--- src/rvcore_consts.svh ---
// width, opcode, reset pc and register count macros for the rv32i core
`ifndef RVCORE_CONSTS_SVH
`define RVCORE_CONSTS_SVH

// datapath sizes
`define CPU_WIDTH       32
`define REG_ADDR_WIDTH  5
`define REG_NUM         32
`define OPC_WIDTH       7
`define SHAMT_WIDTH     5

// first fetch address after reset
`define RESET_PC        32'h8000_0000

// major opcodes, inst[6:0]
`define OPC_OP          7'b0110011 // register alu ops
`define OPC_OP_IMM      7'b0010011 // immediate alu ops
`define OPC_LUI         7'b0110111
`define OPC_AUIPC       7'b0010111
`define OPC_JAL         7'b1101111
`define OPC_JALR        7'b1100111
`define OPC_BRANCH      7'b1100011
`define OPC_SYSTEM      7'b1110011

// funct7 values that select sub and sra
`define FUNCT7_BASE     7'b0000000
`define FUNCT7_ALT      7'b0100000

// the only system instruction the core accepts
`define INST_EBREAK     32'h0010_0073

`endif

--- src/rvcore_pkg.sv ---
// shared word, register address and opcode types plus the control enums
`include "rvcore_consts.svh"

package rvcore_pkg;

    typedef logic [`CPU_WIDTH-1:0]      word_t;
    typedef logic [`REG_ADDR_WIDTH-1:0] reg_addr_t;
    typedef logic [`OPC_WIDTH-1:0]      opcode_t;

    // alu function select
    typedef enum logic [3:0] {
        ALU_ADD,
        ALU_SUB,
        ALU_SLL,
        ALU_SLT,
        ALU_SLTU,
        ALU_XOR,
        ALU_SRL,
        ALU_SRA,
        ALU_OR,
        ALU_AND,
        ALU_PASS_B
    } alu_op_e;

    typedef enum logic [2:0] {
        IMM_I,
        IMM_S,
        IMM_B,
        IMM_U,
        IMM_J,
        IMM_NONE
    } imm_kind_e;

    typedef enum logic [1:0] {
        SRC1_REG,
        SRC1_PC,
        SRC1_ZERO
    } src1_sel_e;

    typedef enum logic [1:0] {
        SRC2_REG,
        SRC2_IMM,
        SRC2_FOUR
    } src2_sel_e;

    // encodings match the branch funct3 field
    typedef enum logic [2:0] {
        BR_EQ  = 3'b000,
        BR_NE  = 3'b001,
        BR_LT  = 3'b100,
        BR_GE  = 3'b101,
        BR_LTU = 3'b110,
        BR_GEU = 3'b111
    } br_cond_e;

endpackage

--- src/pc_unit.sv ---
// program counter register, halt flag and next-pc selection
`timescale 1ns/100ps
`include "rvcore_consts.svh"

module pc_unit (
    input  logic              clk,
    input  logic              rst_n,
    input  logic              branch,      // conditional branch decoded
    input  logic              jump,        // jal or jalr
    input  logic              jalr,
    input  logic              ebreak_flag,
    input  logic              br_taken,    // compare result from alu
    input  rvcore_pkg::word_t imm,
    input  rvcore_pkg::word_t reg1_rdata,  // jalr base
    output rvcore_pkg::word_t pc,
    output logic              halted
);

    rvcore_pkg::word_t next_pc;
    rvcore_pkg::word_t jalr_target;

    assign jalr_target = reg1_rdata + imm;

    // priority is halt, jalr, pc relative, then sequential
    always_comb begin
        if (ebreak_flag) begin
            next_pc = pc; // stay on the ebreak
        end else if (jalr) begin
            next_pc = {jalr_target[`CPU_WIDTH-1:1], 1'b0};
        end else if (jump || (branch && br_taken)) begin
            next_pc = pc + imm;
        end else begin
            next_pc = pc + rvcore_pkg::word_t'(4);
        end
    end

    always_ff @(posedge clk or negedge rst_n) begin
        if (!rst_n) begin
            pc     <= `RESET_PC;
            halted <= 1'b0;
        end else if (!halted) begin
            pc <= next_pc;
            if (ebreak_flag) begin
                halted <= 1'b1; // sticky until reset
            end
        end
    end

endmodule

--- src/decoder.sv ---
// instruction decode into register addresses and datapath control
`timescale 1ns/100ps
`include "rvcore_consts.svh"

module decoder (
    input  rvcore_pkg::word_t     inst,
    input  logic                  halted,
    output rvcore_pkg::reg_addr_t reg1_raddr,
    output rvcore_pkg::reg_addr_t reg2_raddr,
    output rvcore_pkg::reg_addr_t reg_waddr,
    output logic                  reg_wen,
    output rvcore_pkg::imm_kind_e imm_kind,
    output rvcore_pkg::alu_op_e   alu_op,
    output rvcore_pkg::src1_sel_e src1_sel,
    output rvcore_pkg::src2_sel_e src2_sel,
    output rvcore_pkg::br_cond_e  br_cond,
    output logic                  branch,
    output logic                  jump,
    output logic                  jalr,
    output logic                  ebreak_flag,
    output logic                  unknown_code
);

    rvcore_pkg::opcode_t opcode;
    logic [2:0]          funct3;
    logic [6:0]          funct7;
    logic                legal;
    logic                wen_dec;  // write enable before legality and halt
    logic                br_dec;
    logic                jump_dec;
    logic                jalr_dec;

    // funct3 to alu op, alt picks sub or sra
    function automatic rvcore_pkg::alu_op_e funct3_to_alu(input logic [2:0] f3,
                                                          input logic alt);
        case (f3)
            3'b000:  funct3_to_alu = alt ? rvcore_pkg::ALU_SUB : rvcore_pkg::ALU_ADD;
            3'b001:  funct3_to_alu = rvcore_pkg::ALU_SLL;
            3'b010:  funct3_to_alu = rvcore_pkg::ALU_SLT;
            3'b011:  funct3_to_alu = rvcore_pkg::ALU_SLTU;
            3'b100:  funct3_to_alu = rvcore_pkg::ALU_XOR;
            3'b101:  funct3_to_alu = alt ? rvcore_pkg::ALU_SRA : rvcore_pkg::ALU_SRL;
            3'b110:  funct3_to_alu = rvcore_pkg::ALU_OR;
            default: funct3_to_alu = rvcore_pkg::ALU_AND;
        endcase
    endfunction

    assign opcode = inst[6:0];
    assign funct3 = inst[14:12];
    assign funct7 = inst[31:25];

    // register fields are fixed in every format
    assign reg1_raddr = inst[19:15];
    assign reg2_raddr = inst[24:20];
    assign reg_waddr  = inst[11:7];

    always_comb begin
        legal       = 1'b1;
        wen_dec     = 1'b0;
        br_dec      = 1'b0;
        jump_dec    = 1'b0;
        jalr_dec    = 1'b0;
        ebreak_flag = 1'b0;
        imm_kind    = rvcore_pkg::IMM_NONE;
        alu_op      = rvcore_pkg::ALU_PASS_B;
        src1_sel    = rvcore_pkg::SRC1_REG;
        src2_sel    = rvcore_pkg::SRC2_REG;
        br_cond     = rvcore_pkg::BR_EQ;
        case (opcode)
            `OPC_OP: begin
                wen_dec = 1'b1;
                alu_op  = funct3_to_alu(funct3, funct7[5]);
                // alternate funct7 only for sub and sra
                legal   = (funct7 == `FUNCT7_BASE) ||
                          (funct7 == `FUNCT7_ALT && (funct3 == 3'b000 || funct3 == 3'b101));
            end
            `OPC_OP_IMM: begin
                wen_dec  = 1'b1;
                imm_kind = rvcore_pkg::IMM_I;
                src2_sel = rvcore_pkg::SRC2_IMM;
                alu_op   = funct3_to_alu(funct3, (funct3 == 3'b101) && funct7[5]);
                if (funct3 == 3'b001) begin
                    legal = (funct7 == `FUNCT7_BASE);
                end else if (funct3 == 3'b101) begin
                    legal = (funct7 == `FUNCT7_BASE) || (funct7 == `FUNCT7_ALT);
                end
            end
            `OPC_LUI: begin
                wen_dec  = 1'b1;
                imm_kind = rvcore_pkg::IMM_U;
                alu_op   = rvcore_pkg::ALU_ADD;
                src1_sel = rvcore_pkg::SRC1_ZERO;
                src2_sel = rvcore_pkg::SRC2_IMM;
            end
            `OPC_AUIPC: begin
                wen_dec  = 1'b1;
                imm_kind = rvcore_pkg::IMM_U;
                alu_op   = rvcore_pkg::ALU_ADD;
                src1_sel = rvcore_pkg::SRC1_PC;
                src2_sel = rvcore_pkg::SRC2_IMM;
            end
            `OPC_JAL: begin
                wen_dec  = 1'b1;
                jump_dec = 1'b1;
                imm_kind = rvcore_pkg::IMM_J;
                alu_op   = rvcore_pkg::ALU_ADD; // link value pc + 4
                src1_sel = rvcore_pkg::SRC1_PC;
                src2_sel = rvcore_pkg::SRC2_FOUR;
            end
            `OPC_JALR: begin
                wen_dec  = 1'b1;
                jump_dec = 1'b1;
                jalr_dec = 1'b1;
                imm_kind = rvcore_pkg::IMM_I;
                alu_op   = rvcore_pkg::ALU_ADD;
                src1_sel = rvcore_pkg::SRC1_PC;
                src2_sel = rvcore_pkg::SRC2_FOUR;
                legal    = (funct3 == 3'b000);
            end
            `OPC_BRANCH: begin
                br_dec   = 1'b1;
                imm_kind = rvcore_pkg::IMM_B;
                br_cond  = rvcore_pkg::br_cond_e'(funct3);
                legal    = (funct3 != 3'b010) && (funct3 != 3'b011);
            end
            `OPC_SYSTEM: begin
                ebreak_flag = (inst == `INST_EBREAK);
                legal       = (inst == `INST_EBREAK);
            end
            default: legal = 1'b0;
        endcase
    end

    assign unknown_code = !legal;

    // illegal encodings fall through as a plain pc + 4
    assign reg_wen = wen_dec && legal && !halted;
    assign branch  = br_dec && legal;
    assign jump    = jump_dec && legal;
    assign jalr    = jalr_dec && legal;

endmodule

--- src/imm_gen.sv ---
// sign-extended immediate builder for the I, S, B, U and J formats
`timescale 1ns/100ps

module imm_gen (
    input  rvcore_pkg::word_t     inst,
    input  rvcore_pkg::imm_kind_e imm_kind,
    output rvcore_pkg::word_t     imm
);

    logic sign;

    assign sign = inst[31];

    always_comb begin
        case (imm_kind)
            rvcore_pkg::IMM_I: begin
                imm = {{20{sign}}, inst[31:20]};
            end
            rvcore_pkg::IMM_S: begin
                imm = {{20{sign}}, inst[31:25], inst[11:7]};
            end
            rvcore_pkg::IMM_B: begin
                // bit 0 always zero for halfword aligned targets
                imm = {{19{sign}}, inst[31], inst[7], inst[30:25], inst[11:8], 1'b0};
            end
            rvcore_pkg::IMM_U: begin
                imm = {inst[31:12], 12'b0};
            end
            rvcore_pkg::IMM_J: begin
                imm = {{11{sign}}, inst[31], inst[19:12], inst[20], inst[30:21], 1'b0};
            end
            default: begin
                imm = '0; // register formats
            end
        endcase
    end

endmodule

--- src/reg_file.sv ---
// 32 x 32 integer register file with two read ports and one write port
`timescale 1ns/100ps
`include "rvcore_consts.svh"

module reg_file (
    input  logic                  clk,
    input  logic                  rst_n,
    input  logic                  reg_wen,
    input  rvcore_pkg::reg_addr_t reg_waddr,
    input  rvcore_pkg::word_t     reg_wdata,
    input  rvcore_pkg::reg_addr_t reg1_raddr,
    input  rvcore_pkg::reg_addr_t reg2_raddr,
    output rvcore_pkg::word_t     reg1_rdata,
    output rvcore_pkg::word_t     reg2_rdata
);

    rvcore_pkg::word_t regs [`REG_NUM];

    // clocked write, x0 never written
    always_ff @(posedge clk or negedge rst_n) begin
        if (!rst_n) begin
            for (int i = 0; i < `REG_NUM; i++) begin
                regs[i] <= '0;
            end
        end else if (reg_wen && (reg_waddr != '0)) begin
            regs[reg_waddr] <= reg_wdata;
        end
    end

    // reads see the value before this cycle's write
    assign reg1_rdata = (reg1_raddr == '0) ? '0 : regs[reg1_raddr];
    assign reg2_rdata = (reg2_raddr == '0) ? '0 : regs[reg2_raddr];

endmodule

--- src/alu.sv ---
// operand selection, integer alu and branch comparator
`timescale 1ns/100ps
`include "rvcore_consts.svh"

module alu (
    input  rvcore_pkg::alu_op_e   alu_op,
    input  rvcore_pkg::src1_sel_e src1_sel,
    input  rvcore_pkg::src2_sel_e src2_sel,
    input  rvcore_pkg::br_cond_e  br_cond,
    input  rvcore_pkg::word_t     reg1_rdata,
    input  rvcore_pkg::word_t     reg2_rdata,
    input  rvcore_pkg::word_t     pc,
    input  rvcore_pkg::word_t     imm,
    output rvcore_pkg::word_t     alu_res,
    output logic                  br_taken
);

    rvcore_pkg::word_t       src1;
    rvcore_pkg::word_t       src2;
    logic [`SHAMT_WIDTH-1:0] shamt;

    // operand muxes
    always_comb begin
        case (src1_sel)
            rvcore_pkg::SRC1_REG: src1 = reg1_rdata;
            rvcore_pkg::SRC1_PC:  src1 = pc;
            default:              src1 = '0; // lui
        endcase
        case (src2_sel)
            rvcore_pkg::SRC2_REG: src2 = reg2_rdata;
            rvcore_pkg::SRC2_IMM: src2 = imm;
            default:              src2 = rvcore_pkg::word_t'(4); // link offset
        endcase
    end

    assign shamt = src2[`SHAMT_WIDTH-1:0];

    always_comb begin
        case (alu_op)
            rvcore_pkg::ALU_ADD:  alu_res = src1 + src2;
            rvcore_pkg::ALU_SUB:  alu_res = src1 - src2;
            rvcore_pkg::ALU_SLL:  alu_res = src1 << shamt;
            rvcore_pkg::ALU_SLT:  alu_res = rvcore_pkg::word_t'($signed(src1) < $signed(src2));
            rvcore_pkg::ALU_SLTU: alu_res = rvcore_pkg::word_t'(src1 < src2);
            rvcore_pkg::ALU_XOR:  alu_res = src1 ^ src2;
            rvcore_pkg::ALU_SRL:  alu_res = src1 >> shamt;
            rvcore_pkg::ALU_SRA:  alu_res = rvcore_pkg::word_t'($signed(src1) >>> shamt);
            rvcore_pkg::ALU_OR:   alu_res = src1 | src2;
            rvcore_pkg::ALU_AND:  alu_res = src1 & src2;
            default:              alu_res = src2;
        endcase
    end

    // branch compare always on the raw register values
    always_comb begin
        case (br_cond)
            rvcore_pkg::BR_EQ:  br_taken = (reg1_rdata == reg2_rdata);
            rvcore_pkg::BR_NE:  br_taken = (reg1_rdata != reg2_rdata);
            rvcore_pkg::BR_LT:  br_taken = ($signed(reg1_rdata) < $signed(reg2_rdata));
            rvcore_pkg::BR_GE:  br_taken = ($signed(reg1_rdata) >= $signed(reg2_rdata));
            rvcore_pkg::BR_LTU: br_taken = (reg1_rdata < reg2_rdata);
            rvcore_pkg::BR_GEU: br_taken = (reg1_rdata >= reg2_rdata);
            default:            br_taken = 1'b0;
        endcase
    end

endmodule

--- src/rv_core_top.sv ---
// single-cycle rv32i core top connecting pc, decode, immediates, registers and alu
`timescale 1ns/100ps

module rv_core_top (
    input  logic                  clk,
    input  logic                  rst_n,
    input  rvcore_pkg::word_t     inst,         // fetched from pc this cycle
    output rvcore_pkg::word_t     pc,
    output logic                  reg_wen,
    output rvcore_pkg::reg_addr_t reg_waddr,
    output rvcore_pkg::word_t     reg_wdata,
    output logic                  halted,
    output logic                  unknown_code
);

    rvcore_pkg::reg_addr_t reg1_raddr;
    rvcore_pkg::reg_addr_t reg2_raddr;
    rvcore_pkg::word_t     reg1_rdata;
    rvcore_pkg::word_t     reg2_rdata;
    rvcore_pkg::word_t     imm;
    rvcore_pkg::imm_kind_e imm_kind;
    rvcore_pkg::alu_op_e   alu_op;
    rvcore_pkg::src1_sel_e src1_sel;
    rvcore_pkg::src2_sel_e src2_sel;
    rvcore_pkg::br_cond_e  br_cond;
    logic                  branch;
    logic                  jump;
    logic                  jalr;
    logic                  ebreak_flag;
    logic                  br_taken;

    pc_unit u_pc_unit_0 (
        .clk          ( clk          ),
        .rst_n        ( rst_n        ),
        .branch       ( branch       ),
        .jump         ( jump         ),
        .jalr         ( jalr         ),
        .ebreak_flag  ( ebreak_flag  ),
        .br_taken     ( br_taken     ),
        .imm          ( imm          ),
        .reg1_rdata   ( reg1_rdata   ),
        .pc           ( pc           ),
        .halted       ( halted       )
    );

    decoder u_decoder_0 (
        .inst         ( inst         ),
        .halted       ( halted       ),
        .reg1_raddr   ( reg1_raddr   ),
        .reg2_raddr   ( reg2_raddr   ),
        .reg_waddr    ( reg_waddr    ),
        .reg_wen      ( reg_wen      ),
        .imm_kind     ( imm_kind     ),
        .alu_op       ( alu_op       ),
        .src1_sel     ( src1_sel     ),
        .src2_sel     ( src2_sel     ),
        .br_cond      ( br_cond      ),
        .branch       ( branch       ),
        .jump         ( jump         ),
        .jalr         ( jalr         ),
        .ebreak_flag  ( ebreak_flag  ),
        .unknown_code ( unknown_code )
    );

    imm_gen u_imm_gen_0 (
        .inst         ( inst         ),
        .imm_kind     ( imm_kind     ),
        .imm          ( imm          )
    );

    reg_file u_reg_file_0 (
        .clk          ( clk          ),
        .rst_n        ( rst_n        ),
        .reg_wen      ( reg_wen      ),
        .reg_waddr    ( reg_waddr    ),
        .reg_wdata    ( reg_wdata    ), // alu result is the only writeback source
        .reg1_raddr   ( reg1_raddr   ),
        .reg2_raddr   ( reg2_raddr   ),
        .reg1_rdata   ( reg1_rdata   ),
        .reg2_rdata   ( reg2_rdata   )
    );

    alu u_alu_0 (
        .alu_op       ( alu_op       ),
        .src1_sel     ( src1_sel     ),
        .src2_sel     ( src2_sel     ),
        .br_cond      ( br_cond      ),
        .reg1_rdata   ( reg1_rdata   ),
        .reg2_rdata   ( reg2_rdata   ),
        .pc           ( pc           ),
        .imm          ( imm          ),
        .alu_res      ( reg_wdata    ),
        .br_taken     ( br_taken     )
    );

endmodule

--- config.mk ---
export PLATFORM = sky130hd
export DESIGN_NAME = rv_core_top
export DESIGN_NICKNAME = d
export VERILOG_FILES = /design/src/rvcore_pkg.sv /design/src/pc_unit.sv /design/src/decoder.sv /design/src/imm_gen.sv /design/src/reg_file.sv /design/src/alu.sv /design/src/rv_core_top.sv
export VERILOG_INCLUDE_DIRS = /design/src /design/src/src
export SDC_FILE = /design/constraint.sdc
export NUM_CORES = 2
export LEC_CHECK = 0
export ABC_AREA = 0
export BUFFER_PORTS_ARGS = -buffer_cell sky130_fd_sc_hd__buf_2
export CORE_MARGIN = 2
export CORE_UTILIZATION = 55
export CTS_CLUSTER_SIZE = 30
export DETAILED_ROUTE_END_ITERATION = 8
export PLACE_DENSITY_LB_ADDON = 0.25
export REMOVE_ABC_BUFFERS = 1
export SKIP_LAST_GASP = 1
export SYNTH_ARGS = -nofsm -noshare
export SYNTH_HDL_FRONTEND = slang
export SYNTH_SLANG_ARGS = --single-unit
--- constraint.sdc ---
create_clock -name clk -period 23.9 [get_ports clk]
set_clock_uncertainty 0.1 [all_clocks]
set_input_delay 3.585 -clock clk [delete_from_list [all_inputs] [get_ports clk]]
set_output_delay 3.585 -clock clk [all_outputs]
set_load 0.01 [all_outputs]
Yosys cells after proc, flatten, opt, wreduce, memory -nomap -nowiden --
Cells that the tools add are included.
Word-level totals: input port bits 34, word-level logic and storage cells 175, latch bits 0, RAM bits 0, bits in registers 1057, output and inout port bits 72, memory bits (read-only) 0, memories kept 0
Cells by class: reductions and logical operators 36, shift operators 3, multiplexer cells 39, magnitude comparators 10, equality and inequality tests 40, add/sub/neg operators 5, div/mod/pow operators 0, multiply operators 0, bitwise operators 8
Operators with widths (number):
- bitwise mux 1024 bit | 1
- binary-select mux 32 bit (select 5 bit) | 2
- one-hot mux 32 bit (10 select lines) | 1
- two-way mux 32 bit | 9
- demux 32 bit (select 5 bit) | 1
- one-hot mux 32 bit (5 select lines) | 1
- less-than comparator 32 bit | 4
- one-hot mux 32 bit (2 select lines) | 2
- adder 32 bit | 3
- greater-or-equal comparator 32 bit | 2
- one-hot mux 4 bit (7 select lines) | 2
- adder 32 x 3 -> 32 bit (second input constant) | 1
- AND 32 bit | 1
- equality test 32 x 21 -> 1 bit (second input constant) | 1
- equality test 32 bit | 1
- inequality test 32 bit | 1
- OR 32 bit | 1
- left shift 32 x 5 -> 32 bit | 1
- right shift 32 x 5 -> 32 bit | 1
- >>> shifter 32 x 5 -> 32 bit | 1
- subtractor 32 bit | 1
- bitwise XOR 32 bit | 1
- equality test 7 bit (second input constant) | 4
- equality test 3 bit (second input constant) | 8
- other kinds (34) | 90

Longest topological paths before layout --
word-level depth 11, gate-level depth with buffers 31, depth with buffers taken out 23

Cells and area by module --
A second synthesis with hierarchy kept.
Second synthesis, totals: cells, all modules 6032, area, all modules 70976.8 µm²
By module, submodules not included:
- reg_file | area an instance 54024.3 µm², cells an instance 3539, times used 1, seq. area each 25624.6 µm²
- alu | area an instance 10635.2 µm², cells an instance 1624, times used 1, seq. area each 0.0 µm²
- pc_unit | area an instance 5173.7 µm², cells an instance 686, times used 1, seq. area each 827.0 µm²
- decoder | area an instance 603.1 µm², cells an instance 89, times used 1, seq. area each 0.0 µm²
- imm_gen | area an instance 540.5 µm², cells an instance 94, times used 1, seq. area each 0.0 µm²

Worst setup path before layout --
Ideal clock, no wire load.
kind input port to output port, start in inst[20], end out reg_wdata[29], data arrival time 10.253 ns, data required time 20.215 ns, cell stages on the path 31, path slack 9.962 ns, path buffers 12, cells stage by stage buf_6 buf_8 buf_6 buf_2 buf_4 buf_2 buf_4 buf_2 buf_2 buf_2 mux4_2 mux4_2 mux2i_1 nor2_1 a22oi_1 ha_1 clkbuf_1 a21oi_1 o21bai_1 a21oi_1 and3_1 o2bb2ai_1 o21ai_0 a311oi_1 a21oi_1 a31o_2 a31oi_1 xnor2_1 a211oi_1 buf_2 a21oi_1
On the way: cells in the longest elaborated chain, start to end 8, elaborated cells on any way between the ends 17, classes of those cells 2 x add/sub; 3 x shift; 7 x mux; 4 x bitwise; 1 x reduce/logical
Ends and longest elaborated chain:
- start: declaration | line rv_core_top.sv:7 | input rvcore_pkg::word_t inst,
- inverter 5 -> 6 bit (implied by the code) | line reg_file.sv:32 | assign reg2_rdata = (reg2_raddr == '0) ? '0 : regs[reg2_raddr];
- binary-select mux 32 bit (select 5 bit) | line reg_file.sv:32
- two-way mux 32 bit (implied by the code) (2 in series) | line reg_file.sv:32
- two-way mux 32 bit | line reg_file.sv:32
- one-hot mux 32 bit (2 select lines) (*) | line alu.sv:29 | case (src2_sel)
- subtractor 32 bit, or another cell as far along | line alu.sv:41 | rvcore_pkg::ALU_SUB: alu_res = src1 - src2;
- one-hot mux 32 bit (10 select lines) (*) | line alu.sv:39 | case (alu_op)
- end: declaration | line rv_core_top.sv:11 | output rvcore_pkg::word_t reg_wdata,
Mark *: on every way between the ends. The rest lies on a longest branch, timed or not. The select of a mux whose other input is x is not followed.

Worst setup path after layout --
start in inst[20], end out reg_wdata[27]
Same word-level chain as after synthesis.

==> flow_summary.ini <==
[run_status]
status = completed

[routing]
routedWlPerCell_um = 33.4
wl_um = 281000
drt_iter0_drc = 8148
drtAntennaViolNets = 0
dr.pass1.iters = 8
viasPerCell = 7.06
vias = 59426
route.detailed.drc = 0

[critical_path]
critPathSlowestCell = a211oi_4
r2r_setup_slack_ns = 16.42
worst-path-buf-inv = 6
cp-start-kind = input port
worstSetupPathType = in -> out
end_kind = output pin
arrival_ns = 12.77
crit_chain = buf_8 > buf_4 > buf_4 > mux4_2 > mux4_2 > mux2i_2 > nor2_1 > a21oi_4 > buf_4 > inv_2 > ha_1 > nor3_1 > nand3_1 > nand3_1 > a21oi_1 > o211ai_1 > a21oi_1 > o21ai_0 > a31o_2 > a22oi_1 > xnor2_1 > a211oi_4 > a21oi_1 > buf_2
critPathTopFamily = buffers and inverters
critPathRequiredTime_ns = 20.22
max_stage_delay_ns = 1.04
path_max_fanout = 48

[timing]
fmax_ghz = 0.0608
timing.hold.ws_ns = 0.281
post-route-period-util = 0.689
period_needed_ns = 16.46
finalSetupTns_ns = 0
worstMarginPinSlew_ns = 1.38
rsz0062_at_grt = no
slew_headroom = 0.0659
finalMaxSlewViolations = 0
setup_viol = 0
hold_viol = 0

[placement]
gp_congestion = 1.06
place_area_um2 = 69700
place.port_buffers = 105
post-place-cells = 8208
hpwlAfterDp_um = 190000

[yosys]
synth-edff-count = 0
ys_seq_area_frac = 0.389
ys.flop_type = dfrtp_1
syn_inst = 6930
syn_area_per_cell_um2 = 9.82
syn_area_um2 = 68100
ys_ff_latch = 1057
synth.distinct_cells = 101
ys_warn_count = 0
synthArstFlopShare = 1.00

[min_path]
hold_class = reg -> reg

[grt]
grt_max_degree = 177
antenna_found_initial = 15
overflow = 0
grt_first_pass_wirelength_um = 406000
track_usage = 0.443
grt_pass1_vias = 57274

[layout]
drive_above_1_share = 0.177
instances_no_fill = 8419
final_cell_area_um2 = 73700
postLayoutCoreUtil = 0.597
nets = 6913
area_growth_pct = 8.20

[floorplan]
die_area_um2 = 127000
die_w_um = 356
start_util = 0.552
die_h_um = 356
num_rows = 129
io_pins = 106
core_um2 = 123000

[clock_tree]
clock_sinks = 1057
ctsResizeCount = 0
cts_hold_buffers = 0
post-cts-setup-buffers = 0
clockBufferDepth = 3
cts_tree = done
cts_max_level = 3
insertion_delay_ns = 0.78
clk_pin_slew_worst_paths_ns = 0.06
cts_root_buf = clkbuf_16
cts_buffers = 111

[power]
leakagePower_nw = 32.1
power.density_nw_per_um2 = 58.7
ir_worst_vdd_mv = 0.0859

[run]
cap_violations = 0
## path summary, 6_finish.rpt
path	start	endpoint	cells past startpoint
worst max-delay path	inst[20]	reg_wdata[27]	24
worst min-delay path	u_reg_file_0.regs[1001]$_DFFE_PN0P_	u_reg_file_0.regs[1001]$_DFFE_PN0P_	0
min in group asynchronous	rst_n	u_reg_file_0.regs[512]$_DFFE_PN0P_	1
max in group asynchronous	rst_n	u_reg_file_0.regs[302]$_DFFE_PN0P_	5
worst max register to register	u_reg_file_0.regs[386]$_DFFE_PN0P_	u_reg_file_0.regs[155]$_DFFE_PN0P_	21
worst min register to register	u_reg_file_0.regs[1001]$_DFFE_PN0P_	u_reg_file_0.regs[1001]$_DFFE_PN0P_	0
## per-stage QoR
stage | power, mW | worst slack [ns]
after CTS | 4.30 | 7.59
final | 4.32 | 7.44
after global routing | 4.43 | 7.00
after global placement | 2.48 | 7.68
after detailed placement | 2.48 | 7.59
after floorplan | 2.16 | 8.61
## synthesized netlist by cell type, types with 26 or more instances
library cell  count  area share
a2111o_1         26      0.0043
a211oi_1         52      0.0057
a21o_1           77      0.0085
a21oi_1         405       0.030
a22o_1           53      0.0068
a22oi_1          77      0.0085
a31oi_1          34      0.0031
and3_1           51      0.0047
buf_2           116      0.0085
clkbuf_1        466       0.026
dfrtp_1        1056        0.39
ha_1            191       0.035
inv_1           127      0.0070
mux2_2           93       0.015
mux2i_1         210       0.031
mux4_2          498        0.16
nand2_1        1089       0.060
nand3_1          82      0.0060
nand4_1          52      0.0048
nor2_1          434       0.024
nor3_1           87      0.0064
o211ai_1         27      0.0030
o21a_1           29      0.0032
o21ai_0         903       0.066
o21ai_1          76      0.0056
o21bai_1         35      0.0039
o22a_1           30      0.0039
o22ai_1          47      0.0043
or3_1            29      0.0027
xnor2_1          63      0.0081
xor2_1           32      0.0041
## cells in the final DEF (no fill, tap or decap), types with 29 or more instances in the layout
cell,instances
a211oi_1,49
nor2_1,432
a22oi_1,76
o22ai_1,44
mux2i_1,210
inv_1,126
and3_1,51
dfrtp_1,1056
o21ai_0,900
clkbuf_16,111
a21oi_1,401
xor2_1,32
nor3_1,84
o21a_1,29
xnor2_1,63
a31oi_1,32
buf_2,97
o22a_1,30
o21bai_1,35
nand3_1,73
clkbuf_8,29
o21ai_1,73
ha_1,191
mux4_2,498
a22o_1,53
nand4_1,52
nand2_1,1066
buf_4,190
a21o_1,77
mux2_2,93
## sequential cells by signal (all words and copies together), names as in the netlist
signal / cells
u_reg_file_0.regs: 1024
u_pc_unit_0.halted: 1
u_pc_unit_0.pc: 32
## where the power goes
part	total, mW	switching [mW]	internal, mW
combinational	0.613	0.422	0.192
clock	1.85	0.783	1.07
sequential	1.86	0.0512	1.81
total	4.32	1.26	3.07
## final cells by class
type	instances	area, um2
antenna	6	15.0
clock inverter	49	676
fill	10449	49700
sequential	1057	26500
inverter	136	510
timing repair buffer	296	2060
clock buffer	156	3240
tap	1637	2050
multi-input combinational	5082	38700
## kinds of logic after synthesis
kind of cell / Yosys count / synth area share
AND/OR/NAND/NOR: 1930 / 0.119
adder cells (fa/ha/maj): 195 / 0.0363
AO/OA/AOI/OAI: 2058 / 0.182
buffers and inverters: 791 / 0.0498
XOR/XNOR: 95 / 0.0122
flip-flops: 1057 / 0.389
multiplexers: 804 / 0.212
## per-layer routing
metal  vias up  GRT usage  wire [um]
met4        10      0.225      17000
met1     29798      0.617     110000
li1      24892          -          -
met2      3907      0.631     119000
met5         -          0         66
met3       819      0.133      34900
(Power assumes the default switching activity.)
